`src/include/pu_defines.svh`:
```
`ifndef PU_DEFINES_SVH
`define PU_DEFINES_SVH

// Memory regions with one policy word each
`define PU_NUM_MEM_REGIONS 4
// Region index width, log2 of the region count
`define PU_REGION_IDX_WIDTH 2

// Domains per policy word, at most 16
`define PU_NUM_DOMAINS 4
// Read and write bit per domain
`define PU_POLICY_WIDTH (2 * `PU_NUM_DOMAINS)

// Significant bus address bits
`define PU_ADDR_WIDTH 7
`define PU_DATA_WIDTH 32
`define PU_STRB_WIDTH (`PU_DATA_WIDTH / 8)
`define PU_PROT_WIDTH 3
// Byte offset bits within a word
`define PU_WORD_LSB 2

// Register map
`define PU_CTRL_OFFSET 7'h00
`define PU_POLICY_BASE 7'h40

// Marker returned with SLVERR reads
`define PU_ERR_DATA 32'hBA5E1E55

// Privileged accesses only, prot bit 0 must be set
`define PU_PRIV_PROT_ONLY 1'b1

`endif
```
`src/pu_pkg.sv`:
```
`default_nettype none

`include "pu_defines.svh"

package pu_pkg;

  // Bus channel fields
  typedef logic [`PU_ADDR_WIDTH-1:0] addr_t;
  typedef logic [`PU_DATA_WIDTH-1:0] data_t;
  typedef logic [`PU_STRB_WIDTH-1:0] strb_t;
  typedef logic [`PU_PROT_WIDTH-1:0] prot_t;

  // Index of one memory region
  typedef logic [`PU_REGION_IDX_WIDTH-1:0] region_idx_t;

  // One region's policy
  // Domain d has its read bit at 2d+1 and its write bit at 2d
  typedef logic [`PU_POLICY_WIDTH-1:0] policy_word_t;

  // Register targeted by a decoded address
  typedef enum logic [1:0] {
    SEL_NONE   = 2'd0,
    SEL_CTRL   = 2'd1,
    SEL_POLICY = 2'd2
  } reg_sel_e;

  // AXI response codes in use
  typedef enum logic [1:0] {
    RESP_OKAY   = 2'b00,
    RESP_SLVERR = 2'b10
  } resp_e;

endpackage

`default_nettype wire

```
`src/pu_cfg_top.sv`:
```
`timescale 1ns/1ps
`default_nettype none

`include "pu_defines.svh"

module pu_cfg_top
  import pu_pkg::*;
(
  input  logic                                   clk_i,
  input  logic                                   rst_n_i,
  input  logic                                   awvalid_i,
  input  addr_t                                  awaddr_i,
  input  prot_t                                  awprot_i,
  output logic                                   awready_o,
  input  logic                                   wvalid_i,
  input  data_t                                  wdata_i,
  input  strb_t                                  wstrb_i,
  output logic                                   wready_o,
  output logic                                   bvalid_o,
  output resp_e                                  bresp_o,
  input  logic                                   bready_i,
  input  logic                                   arvalid_i,
  input  addr_t                                  araddr_i,
  input  prot_t                                  arprot_i,
  output logic                                   arready_o,
  output logic                                   rvalid_o,
  output data_t                                  rdata_o,
  output resp_e                                  rresp_o,
  input  logic                                   rready_i,
  output data_t                                  ctrl_o,
  output policy_word_t [`PU_NUM_MEM_REGIONS-1:0] policy_o
);

  // Write side
  strb_t                           ctrl_upd;
  strb_t [`PU_NUM_MEM_REGIONS-1:0] policy_upd;
  logic                            b_push;
  logic                            b_ready;
  resp_e                           b_resp;
  logic [1:0]                      b_data;
  data_t                           ctrl_q;

  // Read side, response code above the data
  data_t                           r_data;
  resp_e                           r_resp;
  logic [`PU_DATA_WIDTH+1:0]       r_slot_data;

  pu_cfg_write_decode pu_cfg_write_decode_i (
    .awvalid_i    (awvalid_i),
    .awaddr_i     (awaddr_i),
    .awprot_i     (awprot_i),
    .awready_o    (awready_o),
    .wvalid_i     (wvalid_i),
    .wstrb_i      (wstrb_i),
    .wready_o     (wready_o),
    .ctrl_upd_o   (ctrl_upd),
    .policy_upd_o (policy_upd),
    .b_push_o     (b_push),
    .b_ready_i    (b_ready),
    .b_resp_o     (b_resp)
  );

  // Control word, byte enabled
  always_ff @(posedge clk_i)
  begin
    if (!rst_n_i)
    begin
      ctrl_q <= '0;
    end
    else
    begin
      for (int b = 0; b < `PU_STRB_WIDTH; b++)
      begin
        if (ctrl_upd[b])
        begin
          ctrl_q[8*b +: 8] <= wdata_i[8*b +: 8];
        end
      end
    end
  end

  assign ctrl_o = ctrl_q;

  // One policy register per memory region
  for (genvar r = 0; r < `PU_NUM_MEM_REGIONS; r++)
  begin : gen_policy_reg
    pu_policy_reg pu_policy_reg_i (
      .clk_i    (clk_i),
      .rst_n_i  (rst_n_i),
      .upd_i    (policy_upd[r]),
      .wdata_i  (wdata_i),
      .policy_o (policy_o[r])
    );
  end

  // B slot cuts the path from AW/W to bvalid
  pu_resp_slot #(
    .WIDTH (2)
  ) pu_resp_slot_b_i (
    .clk_i   (clk_i),
    .rst_n_i (rst_n_i),
    .valid_i (b_push),
    .ready_o (b_ready),
    .data_i  (b_resp),
    .valid_o (bvalid_o),
    .ready_i (bready_i),
    .data_o  (b_data)
  );

  assign bresp_o = resp_e'(b_data);

  // Read data sampled from register state before the accepting edge
  pu_cfg_read_mux pu_cfg_read_mux_i (
    .araddr_i (araddr_i),
    .arprot_i (arprot_i),
    .ctrl_i   (ctrl_q),
    .policy_i (policy_o),
    .rdata_o  (r_data),
    .rresp_o  (r_resp)
  );

  pu_resp_slot #(
    .WIDTH (`PU_DATA_WIDTH + 2)
  ) pu_resp_slot_r_i (
    .clk_i   (clk_i),
    .rst_n_i (rst_n_i),
    .valid_i (arvalid_i),
    .ready_o (arready_o),
    .data_i  ({r_resp, r_data}),
    .valid_o (rvalid_o),
    .ready_i (rready_i),
    .data_o  (r_slot_data)
  );

  assign rdata_o = r_slot_data[`PU_DATA_WIDTH-1:0];
  assign rresp_o = resp_e'(r_slot_data[`PU_DATA_WIDTH +: 2]);

  // B response held steady until the master takes it
  a_b_hold : assert property (@(posedge clk_i) disable iff (!rst_n_i)
    bvalid_o && !bready_i |=> bvalid_o && $stable(bresp_o))
    else $error("bvalid dropped or bresp changed before bready");

endmodule

`default_nettype wire

```
`src/pu_cfg_read_mux.sv`:
```
`timescale 1ns/1ps
`default_nettype none

`include "pu_defines.svh"

module pu_cfg_read_mux
  import pu_pkg::*;
(
  input  addr_t                                  araddr_i,
  input  prot_t                                  arprot_i,
  input  data_t                                  ctrl_i,
  input  policy_word_t [`PU_NUM_MEM_REGIONS-1:0] policy_i,
  output data_t                                  rdata_o,
  output resp_e                                  rresp_o
);

  // Word addresses of the register map
  localparam addr_t CTRL_WORD = addr_t'(`PU_CTRL_OFFSET) >> `PU_WORD_LSB;
  localparam addr_t POLICY_LO = addr_t'(`PU_POLICY_BASE) >> `PU_WORD_LSB;
  localparam addr_t POLICY_HI = POLICY_LO + addr_t'(`PU_NUM_MEM_REGIONS);

  logic        prot_ok;
  addr_t       ar_word;
  region_idx_t ar_region;
  reg_sel_e    ar_sel;

  // Privilege check on prot bit 0
  assign prot_ok = !`PU_PRIV_PROT_ONLY || arprot_i[0];

  assign ar_word   = araddr_i >> `PU_WORD_LSB;
  assign ar_region = araddr_i[`PU_WORD_LSB +: `PU_REGION_IDX_WIDTH];

  // Address decode, same map as the write side
  always_comb
  begin
    if (ar_word == CTRL_WORD)
    begin
      ar_sel = SEL_CTRL;
    end
    else if ((ar_word >= POLICY_LO) && (ar_word < POLICY_HI))
    begin
      ar_sel = SEL_POLICY;
    end
    else
    begin
      ar_sel = SEL_NONE;
    end
  end

  // Data select
  // Default is the error marker with SLVERR
  always_comb
  begin
    rdata_o = `PU_ERR_DATA;
    rresp_o = RESP_SLVERR;
    if (prot_ok)
    begin
      case (ar_sel)
        SEL_CTRL:
        begin
          rdata_o = ctrl_i;
          rresp_o = RESP_OKAY;
        end
        SEL_POLICY:
        begin
          // Unstored domain bits read as zero
          rdata_o = data_t'(policy_i[ar_region]);
          rresp_o = RESP_OKAY;
        end
        default:
        begin
          rdata_o = `PU_ERR_DATA;
          rresp_o = RESP_SLVERR;
        end
      endcase
    end
  end

endmodule

`default_nettype wire

```
`src/pu_resp_slot.sv`:
```
`timescale 1ns/1ps
`default_nettype none

module pu_resp_slot #(
  parameter int unsigned WIDTH = 2
) (
  input  logic             clk_i,
  input  logic             rst_n_i,
  input  logic             valid_i,
  output logic             ready_o,
  input  logic [WIDTH-1:0] data_i,
  output logic             valid_o,
  input  logic             ready_i,
  output logic [WIDTH-1:0] data_o
);

  // Two payload entries used as a ring
  logic [WIDTH-1:0] mem_q [2];
  logic             wr_ptr_q;
  logic             rd_ptr_q;
  // Occupancy 0 to 2
  logic [1:0]       count_q;
  logic             push;
  logic             pop;

  // Handshakes depend on the count register alone
  assign ready_o = (count_q != 2'd2);
  assign valid_o = (count_q != 2'd0);
  assign data_o  = mem_q[rd_ptr_q];

  assign push = valid_i && ready_o;
  assign pop  = valid_o && ready_i;

  always_ff @(posedge clk_i)
  begin
    if (push)
    begin
      mem_q[wr_ptr_q] <= data_i;
    end
  end

  always_ff @(posedge clk_i)
  begin
    if (!rst_n_i)
    begin
      wr_ptr_q <= 1'b0;
      rd_ptr_q <= 1'b0;
      count_q  <= 2'd0;
    end
    else
    begin
      if (push)
      begin
        wr_ptr_q <= !wr_ptr_q;
      end
      if (pop)
      begin
        rd_ptr_q <= !rd_ptr_q;
      end
      // Push and pop together keep the count
      if (push && !pop)
      begin
        count_q <= count_q + 2'd1;
      end
      else if (pop && !push)
      begin
        count_q <= count_q - 2'd1;
      end
    end
  end

  // Full slot with no pop must block the next push too
  a_no_push_full : assert property (@(posedge clk_i) disable iff (!rst_n_i)
    (count_q == 2'd2) && !pop |=> !push && (count_q == 2'd2))
    else $error("push into full slot, count %0d", count_q);

endmodule

`default_nettype wire

```
`src/pu_policy_reg.sv`:
```
`timescale 1ns/1ps
`default_nettype none

`include "pu_defines.svh"

module pu_policy_reg
  import pu_pkg::*;
(
  input  logic         clk_i,
  input  logic         rst_n_i,
  input  strb_t        upd_i,
  input  data_t        wdata_i,
  output policy_word_t policy_o
);

  // Stored policy bits, only those of configured domains
  policy_word_t policy_q;

  // Bits above the configured domains have no flop
  // Each stored bit follows the strobe of the byte it sits in
  always_ff @(posedge clk_i)
  begin
    if (!rst_n_i)
    begin
      policy_q <= '0;
    end
    else
    begin
      for (int i = 0; i < `PU_POLICY_WIDTH; i++)
      begin
        if (upd_i[i / 8])
        begin
          policy_q[i] <= wdata_i[i];
        end
      end
    end
  end

  assign policy_o = policy_q;

endmodule

`default_nettype wire

```
`src/pu_cfg_write_decode.sv`:
```
`timescale 1ns/1ps
`default_nettype none

`include "pu_defines.svh"

module pu_cfg_write_decode
  import pu_pkg::*;
(
  input  logic                                awvalid_i,
  input  addr_t                               awaddr_i,
  input  prot_t                               awprot_i,
  output logic                                awready_o,
  input  logic                                wvalid_i,
  input  strb_t                               wstrb_i,
  output logic                                wready_o,
  output strb_t                               ctrl_upd_o,
  output strb_t [`PU_NUM_MEM_REGIONS-1:0]     policy_upd_o,
  output logic                                b_push_o,
  input  logic                                b_ready_i,
  output resp_e                               b_resp_o
);

  // Word addresses of the register map
  localparam addr_t CTRL_WORD = addr_t'(`PU_CTRL_OFFSET) >> `PU_WORD_LSB;
  localparam addr_t POLICY_LO = addr_t'(`PU_POLICY_BASE) >> `PU_WORD_LSB;
  localparam addr_t POLICY_HI = POLICY_LO + addr_t'(`PU_NUM_MEM_REGIONS);

  logic        accept;
  logic        prot_ok;
  addr_t       aw_word;
  region_idx_t aw_region;
  reg_sel_e    aw_sel;
  logic [`PU_NUM_MEM_REGIONS-1:0] region_hit;

  // AW and W are taken together, and only with room in the B slot
  assign accept    = awvalid_i && wvalid_i && b_ready_i;
  assign awready_o = accept;
  assign wready_o  = accept;
  assign b_push_o  = accept;

  // Privilege check on prot bit 0
  assign prot_ok = !`PU_PRIV_PROT_ONLY || awprot_i[0];

  // Byte lanes are ignored for decode
  assign aw_word   = awaddr_i >> `PU_WORD_LSB;
  assign aw_region = awaddr_i[`PU_WORD_LSB +: `PU_REGION_IDX_WIDTH];

  always_comb
  begin
    if (aw_word == CTRL_WORD)
    begin
      aw_sel = SEL_CTRL;
    end
    else if ((aw_word >= POLICY_LO) && (aw_word < POLICY_HI))
    begin
      aw_sel = SEL_POLICY;
    end
    else
    begin
      aw_sel = SEL_NONE;
    end
  end

  // Strobes go to the one selected register
  always_comb
  begin
    ctrl_upd_o   = '0;
    policy_upd_o = '0;
    if (accept && prot_ok)
    begin
      case (aw_sel)
        SEL_CTRL:   ctrl_upd_o = wstrb_i;
        SEL_POLICY: policy_upd_o[aw_region] = wstrb_i;
        default:    ;
      endcase
    end
  end

  // Unmapped or unprivileged writes fail and store nothing
  assign b_resp_o = (prot_ok && (aw_sel != SEL_NONE)) ? RESP_OKAY : RESP_SLVERR;

  for (genvar r = 0; r < `PU_NUM_MEM_REGIONS; r++)
  begin : gen_region_hit
    assign region_hit[r] = |policy_upd_o[r];
  end

  // A store goes to one target only, and always comes with an OKAY push
  always_comb
  begin
    if (region_hit != '0 || ctrl_upd_o != '0)
    begin
      a_single_target : assert ($onehot({region_hit, |ctrl_upd_o})
                                && b_push_o && (b_resp_o == RESP_OKAY))
        else $error("write decode enabled %0h ctrl %0h", region_hit, ctrl_upd_o);
    end
  end

endmodule

`default_nettype wire

```
`config.mk`:
```
export PLATFORM = sky130hd
export DESIGN_NAME = pu_cfg_top
export DESIGN_NICKNAME = d
export VERILOG_FILES = /design/src/pu_pkg.sv /design/src/pu_cfg_top.sv /design/src/pu_cfg_read_mux.sv /design/src/pu_resp_slot.sv /design/src/pu_policy_reg.sv /design/src/pu_cfg_write_decode.sv
export VERILOG_INCLUDE_DIRS = /design/src /design/src/include
export SDC_FILE = /design/constraint.sdc
export NUM_CORES = 1
export LEC_CHECK = 0
export ABC_AREA = 0
export BUFFER_PORTS_ARGS = -buffer_cell sky130_fd_sc_hd__buf_2
export CORE_MARGIN = 3
export CORE_UTILIZATION = 40
export CTS_CLUSTER_DIAMETER = 150
export CTS_CLUSTER_SIZE = 20
export DETAILED_ROUTE_END_ITERATION = 7
export PLACE_DENSITY = 0.6
export SLEW_MARGIN = 25
export SYNTH_ARGS = -nofsm -noshare
export SYNTH_HDL_FRONTEND = slang
export SYNTH_SLANG_ARGS = --single-unit
```
`constraint.sdc`:
```
create_clock -name clk_i -period 2.2 [get_ports clk_i]
set_input_delay 0.44 -clock clk_i [delete_from_list [all_inputs] [get_ports clk_i]]
set_output_delay 0.44 -clock clk_i [all_outputs]
set_load 0.01 [all_outputs]
```
Yosys cells after proc, flatten, opt, wreduce, memory -nomap -nowiden
Memories as Yosys holds them, arrays and structs flattened. A register that Yosys moved wholly into a read port is not among the register bits.
Cells that the tools add are included.
- flip-flop bits (word level): 72
- RAM bits: 72
- input bits: 63
- word-level logic and storage cells: 94
- memories: 2
- add/subtract/negate cells: 4
- $lt $le $gt $ge: 7
- eq/ne operators: 6
- multiplexer cells: 29
- bitwise logic cells: 1
- reduce and logical (&&, ||, !) cells: 31
- memory list (memory ; words ; width ; read ports ; clocked after memory_dff ; write ports ; line ; RTL):
    pu_resp_slot_r_i.mem_q ; 2 ; 34 ; 1 ; 1 ; 1 ; pu_resp_slot.sv:18 ; logic [WIDTH-1:0] mem_q [2];
    pu_resp_slot_b_i.mem_q ; 2 ; 2 ; 1 ; 1 ; 1 ; pu_resp_slot.sv:18 ;
- operator list (operator ; number):
    32-bit case mux with 2 select lines ; 1
    32-bit two-way mux ; 1
    13-bit two-way mux ; 2
    2-bit two-way mux ; 11
    8-bit binary-select mux with 2-bit select ; 1
    1-bit logical AND ; 15
    7-bit zero test ; 2
    13-bit AND ; 1
    4-bit two-way mux ; 3
    5-bit >= comparator, second input constant ; 2
    5-bit less-than comparator, second input constant ; 2
    2-bit nonzero test ; 5
    4-bit demux with 2-bit select ; 1
    1-bit zero test ; 8
    1-bit two-way mux ; 8
    8-bit two-way mux ; 1
    2-bit by 3-bit less-than comparator with 1-bit output, second input constant ; 2
    2-bit by 1-bit adder with 2-bit output, second input constant ; 2
    2-bit by 1-bit equality test with 1-bit output, second input constant ; 2
    2-bit equality test, second input constant ; 2
    2-bit inequality test, second input constant ; 2
    2-bit by 1-bit subtractor with 2-bit output, second input constant ; 2
    2-bit by 1-bit >= comparator with 1-bit output, second input constant ; 1
    2-bit OR reduction ; 1

Depth between registers and ports, before layout
- word-level depth: 8
- gate-level depth with buffers: 7
- mapped depth without buffers: 6

By module
A second synthesis with hierarchy kept.
- cells, all modules: 463
- area, all modules: 6413.7 µm²
- modules (own cells, without submodules) (module ; instances ; cells an instance ; area an instance (µm²) ; sequential area each (µm²)):
    pu_resp_slot (pu_resp_slot_r_i) ; 1 ; 130 ; 2692.6 ; 2142.1
    pu_cfg_top ; 1 ; 103 ; 1221.2 ; 640.6
    pu_policy_reg ; 4 ; 25 ; 301.5 ; 160.2
    pu_cfg_read_mux ; 1 ; 56 ; 605.6 ; 0.0
    pu_resp_slot (pu_resp_slot_b_i) ; 1 ; 30 ; 377.9 ; 220.2
    pu_cfg_write_decode ; 1 ; 44 ; 310.3 ; 0.0

Worst setup path before layout
No wires, ideal clock.
- kind: register -> register
- start: register pu_resp_slot_b_i.count_q[1]
- end: register pu_resp_slot_b_i.count_q[1]
- setup time: 73 ps
- arrival time: 1927 ps
- required time: 2127 ps
- slack: 201 ps
- cell stages (with the launch flop): 7
- buffers on the path: 1
- clock period less this slack: 1999 ps
- cell sequence: dfxtp_1 > nor2b_1 > buf_2 > nor2_1 > ha_1 > or3_1 > a21oi_1
- word-level cells in the longest chain between the ends: 6
- elaborated cells on any way between the ends: 14
- classes of those cells: add/sub: 2; eq/ne: 1; mux: 2; reduce/logical: 9
- ends and longest elaborated chain (element ; line ; RTL):
    start: declaration ; pu_resp_slot.sv:22 ; logic [1:0] count_q;
    start signal: assignment ; pu_resp_slot.sv:63 ; count_q <= count_q + 2'd1;
    start signal: assignment ; pu_resp_slot.sv:67 ; count_q <= count_q - 2'd1;
    2-bit inequality test * ; pu_resp_slot.sv:27 ; assign ready_o = (count_q != 2'd2);
    1-bit logical AND * ; pu_cfg_write_decode.sv:36 ; assign accept = awvalid_i && wvalid_i && b_ready_i;
    net awready_o ; pu_cfg_top.sv:14 ; output logic awready_o,
    1-bit logical AND * ; pu_resp_slot.sv:31 ; assign push = valid_i && ready_o;
    1-bit zero test ; pu_resp_slot.sv:65 ; else if (pop && !push)
    1-bit logical AND ; pu_resp_slot.sv:65 ;
    2-bit nonzero test (no source line) ; -- ;
The timed path passes the listed nets; every way through them passes the cells marked *. The select of a mux whose other input is x is not followed.
A chain may end at the register's enable or synchronous reset.

==> impl_metrics.json <==
{
  "outcome": "finished clean",
  "timing_worst_setup_path_type": "reg -> out",
  "yosys_register_bits": 142,
  "io_pins": 168,
  "synth.area.top_cells": "sky130_fd_sc_hd__edfxtp_1, sky130_fd_sc_hd__dfxtp_1, sky130_fd_sc_hd__mux2i_1",
  "post_synth_num_cell_types": 40,
  "wl_um": 14100,
  "post_route_cells_drive_above_1_share_pct": 40.6,
  "final_min_period_over_clock_period_pct": 89.4,
  "synth_top_flop_cell": "sky130_fd_sc_hd__dfxtp_1",
  "area_growth_pct": 27.7,
  "vertical_extent_of_the_die_um": 129,
  "worstHoldPathType": "in -> reg",
  "yosysSeqAreaShare_pct": 58.2,
  "detailroute.via_count": 4220,
  "fin_crit_ns": 1.97,
  "maxSlewViolCount": 0,
  "grt.overflow.total": 0,
  "finalSetupViolations": 0,
  "postCtsHoldBufs": 0,
  "gpl.final_weighted_congestion": 0.788,
  "crit_path_start_kind": "flip-flop",
  "postSynthAreaPerCell_um2": 12.6,
  "grt_start_max_net_pins": 50,
  "transition_time_at_the_pin_with_the_least_slew_margin_ns": 0.886,
  "fin_cells": 846,
  "first_pass_iters": 4,
  "data_required_time_of_the_worst_path_ns": 1.76,
  "drt-wirelength-per-cell_um": 16.6,
  "synth-edff-count": 68,
  "place.port_buffers": 157,
  "post_route_skew_ns": 0.00822,
  "h-tree-depth": 4,
  "finish.net_count": 714,
  "crit_fanout": 18,
  "clk_pin_slew_worst_paths_ns": 0.06,
  "worst_slew_margin_rel_pct": 40.8,
  "fmax_ghz": 0.508,
  "dpl.cell_count": 813,
  "clock-root-buffer": "sky130_fd_sc_hd__clkbuf_16",
  "drv.max_cap_violation_count": 0,
  "clk_sink_count": 142,
  "layout.filler_cells": 1302,
  "dieArea_mm2": 0.0166,
  "first_pass_grt_wire_length_um": 21900,
  "track_usage_pct": 17.1,
  "final-seq-area_mm2": 0.00352,
  "grt_antenna_before_repair": 0,
  "clock_latency_ns": 0.41,
  "asyncSetResetFlopFracSynth_pct": 0,
  "worst_ir_drop_on_vdd_uv": 624,
  "detail_route.iter0.violations": 250,
  "synthMostInstantiatedCell": "sky130_fd_sc_hd__nand2_1",
  "initial_core_util_pct": 41.3,
  "viasPerCell": 4.99,
  "drc": 0,
  "fp-row-count": 44,
  "synth.cell_area_mm2": 0.00605,
  "cts_made_buffers": 17,
  "postSynthCellCount": 479,
  "vias_in_the_first_global_route": 4190,
  "tritoncts": "done",
  "ys_warn_count": 0,
  "power.density_cell_area_mw_per_mm2": 926,
  "setup.worst_path.end_class": "output port",
  "grt_setup_unrepaired": "false",
  "floorplan.die.width_um": 129,
  "report.power.total_mw": 7.16,
  "final_design_utilization_pct": 52.8,
  "cts.path.max_buffers": 2,
  "synth_area_leader_cell": "sky130_fd_sc_hd__edfxtp_1",
  "drtAntennaViolNets": 0,
  "cellLeakagePower_nw": 2.99,
  "synth_top_cell_area_share_pct": 33.7,
  "detailed_place_hpwl_um": 9960,
  "insertedDiodeCount": 0,
  "cp.arrival_ns": 1.53,
  "finalHoldViolCount": 0,
  "core_region_area_mm2": 0.0146,
  "combined_area_of_the_multi_input_logic_cells_mm2": 0.00240,
  "top_post_synthesis_cells_by_count": "sky130_fd_sc_hd__nand2_1, sky130_fd_sc_hd__dfxtp_1, sky130_fd_sc_hd__edfxtp_1"
}
## where the power goes
part / leakage [nW] / internal (mW) / switching (mW) / total [mW]
Combinational: 1.50 / 0.545 / 0.693 / 1.24
Sequential: 1.18 / 2.98 / 0.0821 / 3.06
Clock: 0.307 / 1.81 / 1.06 / 2.87
## path summary, 6_finish.rpt
check / slack, ns / cells past startpoint / start / end
setup / recovery: 0.23 / 3 / flip-flop / rdata_o[20]
hold / removal: 0.27 / 3 / wdata_i[25] / ctrl_o[25]$_SDFFE_PN0P_
setup reg to reg: 0.56 / 5 / pu_resp_slot_r_i.count_q[0]$_SDFFE_PN0P_ / pu_resp_slot_r_i.count_q[1]$_SDFFE_PN0P_
hold reg to reg: 0.47 / 2 / ctrl_o[14]$_SDFFE_PN0P_ / ctrl_o[14]$_SDFFE_PN0P_
## sequential cells by signal (all words and copies together), names as in the netlist, named ones only
register / cells
pu_resp_slot_b_i.wr_ptr_q: 1
pu_resp_slot_b_i.mem_q: 2
pu_resp_slot_r_i.rd_ptr_q: 1
pu_resp_slot_r_i.count_q: 2
pu_resp_slot_r_i.wr_ptr_q: 1
pu_resp_slot_b_i.count_q: 2
gen_policy.pu_policy_reg_i.policy_o: 32
ctrl_o: 32
pu_resp_slot_r_i.mem_q: 66
pu_resp_slot_b_i.rd_ptr_q: 1
## what timing repair did
item / in CTS / in global routing
setup buffers: 0 / 1
hold endpoints to repair: 0 / 0
resized for setup: 1 / 0
setup endpoints to repair: 3 / 2
## per-layer routing
layer | up-vias | global-route usage [%] | part of all wire [%]
met5 | - | 0 | 0
met4 | 0 | 6.18 | 1.8
met3 | 23 | 4.04 | 5.4
met2 | 136 | 27.5 | 48
met1 | 2002 | 22.8 | 45
li1 | 2059 | - | -
## cell usage in the layout (no fill, tap or decap), drive strengths merged, types with 4 or more instances in the layout
master | Yosys | layout
mux2i | 64 | 64
a221o | 4 | 4
xor2 | 6 | 6
o21ai | 8 | 8
buf | 10 | 178
nor4 | 8 | 8
dfxtp | 74 | 74
or4b | 4 | 4
mux4 | 8 | 8
clkbuf | 18 | 24
clkinv | 1 | 6
nand2 | 102 | 102
mux2 | 34 | 34
edfxtp | 68 | 68
and2 | 13 | 13
nor2 | 10 | 10
nand3 | 4 | 4
a21o | 14 | 14
## cell families (layout without fill, tap and decap cells)
| family | after synthesis | after routing | synth area share (%) |
|---|---|---|---|
| multiplexers | 106 | 106 | 19.9 |
| buffers and inverters | 30 | 212 | 2.29 |
| flip-flops | 142 | 142 | 58.2 |
| XOR/XNOR | 6 | 6 | 0.868 |
| adder cells (fa/ha/maj) | 2 | 2 | 0.413 |
| AND/OR/NAND/NOR | 158 | 158 | 14.3 |
| AO/OA/AOI/OAI | 34 | 34 | 3.97 |
| other | 1 | 2 | 0.0619 |
## metrics by stage
stage	hold slack, ns	setup TNS, ns	cell area (um^2)	worst slack (ns)
floorplan	0.472	0	6060	0.201
global placement	0.453	-0.0579	7110	-0.0579
detailed placement	0.465	-0.142	7110	-0.142
CTS	0.251	0	7720	0.0523
global route	0.265	0	7730	0.157
finish	0.265	0	7730	0.233
## cell type report
| class | count | area share, % |
|---|---|---|
| sequential | 142 | 45.6 |
| multi-input combinational | 308 | 31.1 |
| timing repair buffer | 178 | 12.4 |
| clock buffer | 24 | 6.91 |
| tap | 184 | 2.98 |
| clock inverter | 8 | 0.955 |
| inverter | 2 | 0.0971 |
## worst max-delay path, cell delays in order (launching register included)
cell	delay (ns)
sky130_fd_sc_hd__dfxtp_2	0.32
sky130_fd_sc_hd__buf_4	0.26
sky130_fd_sc_hd__mux2_2	0.38
sky130_fd_sc_hd__buf_2	0.15
No activity file was read; power rests on OpenSTA's default activity.
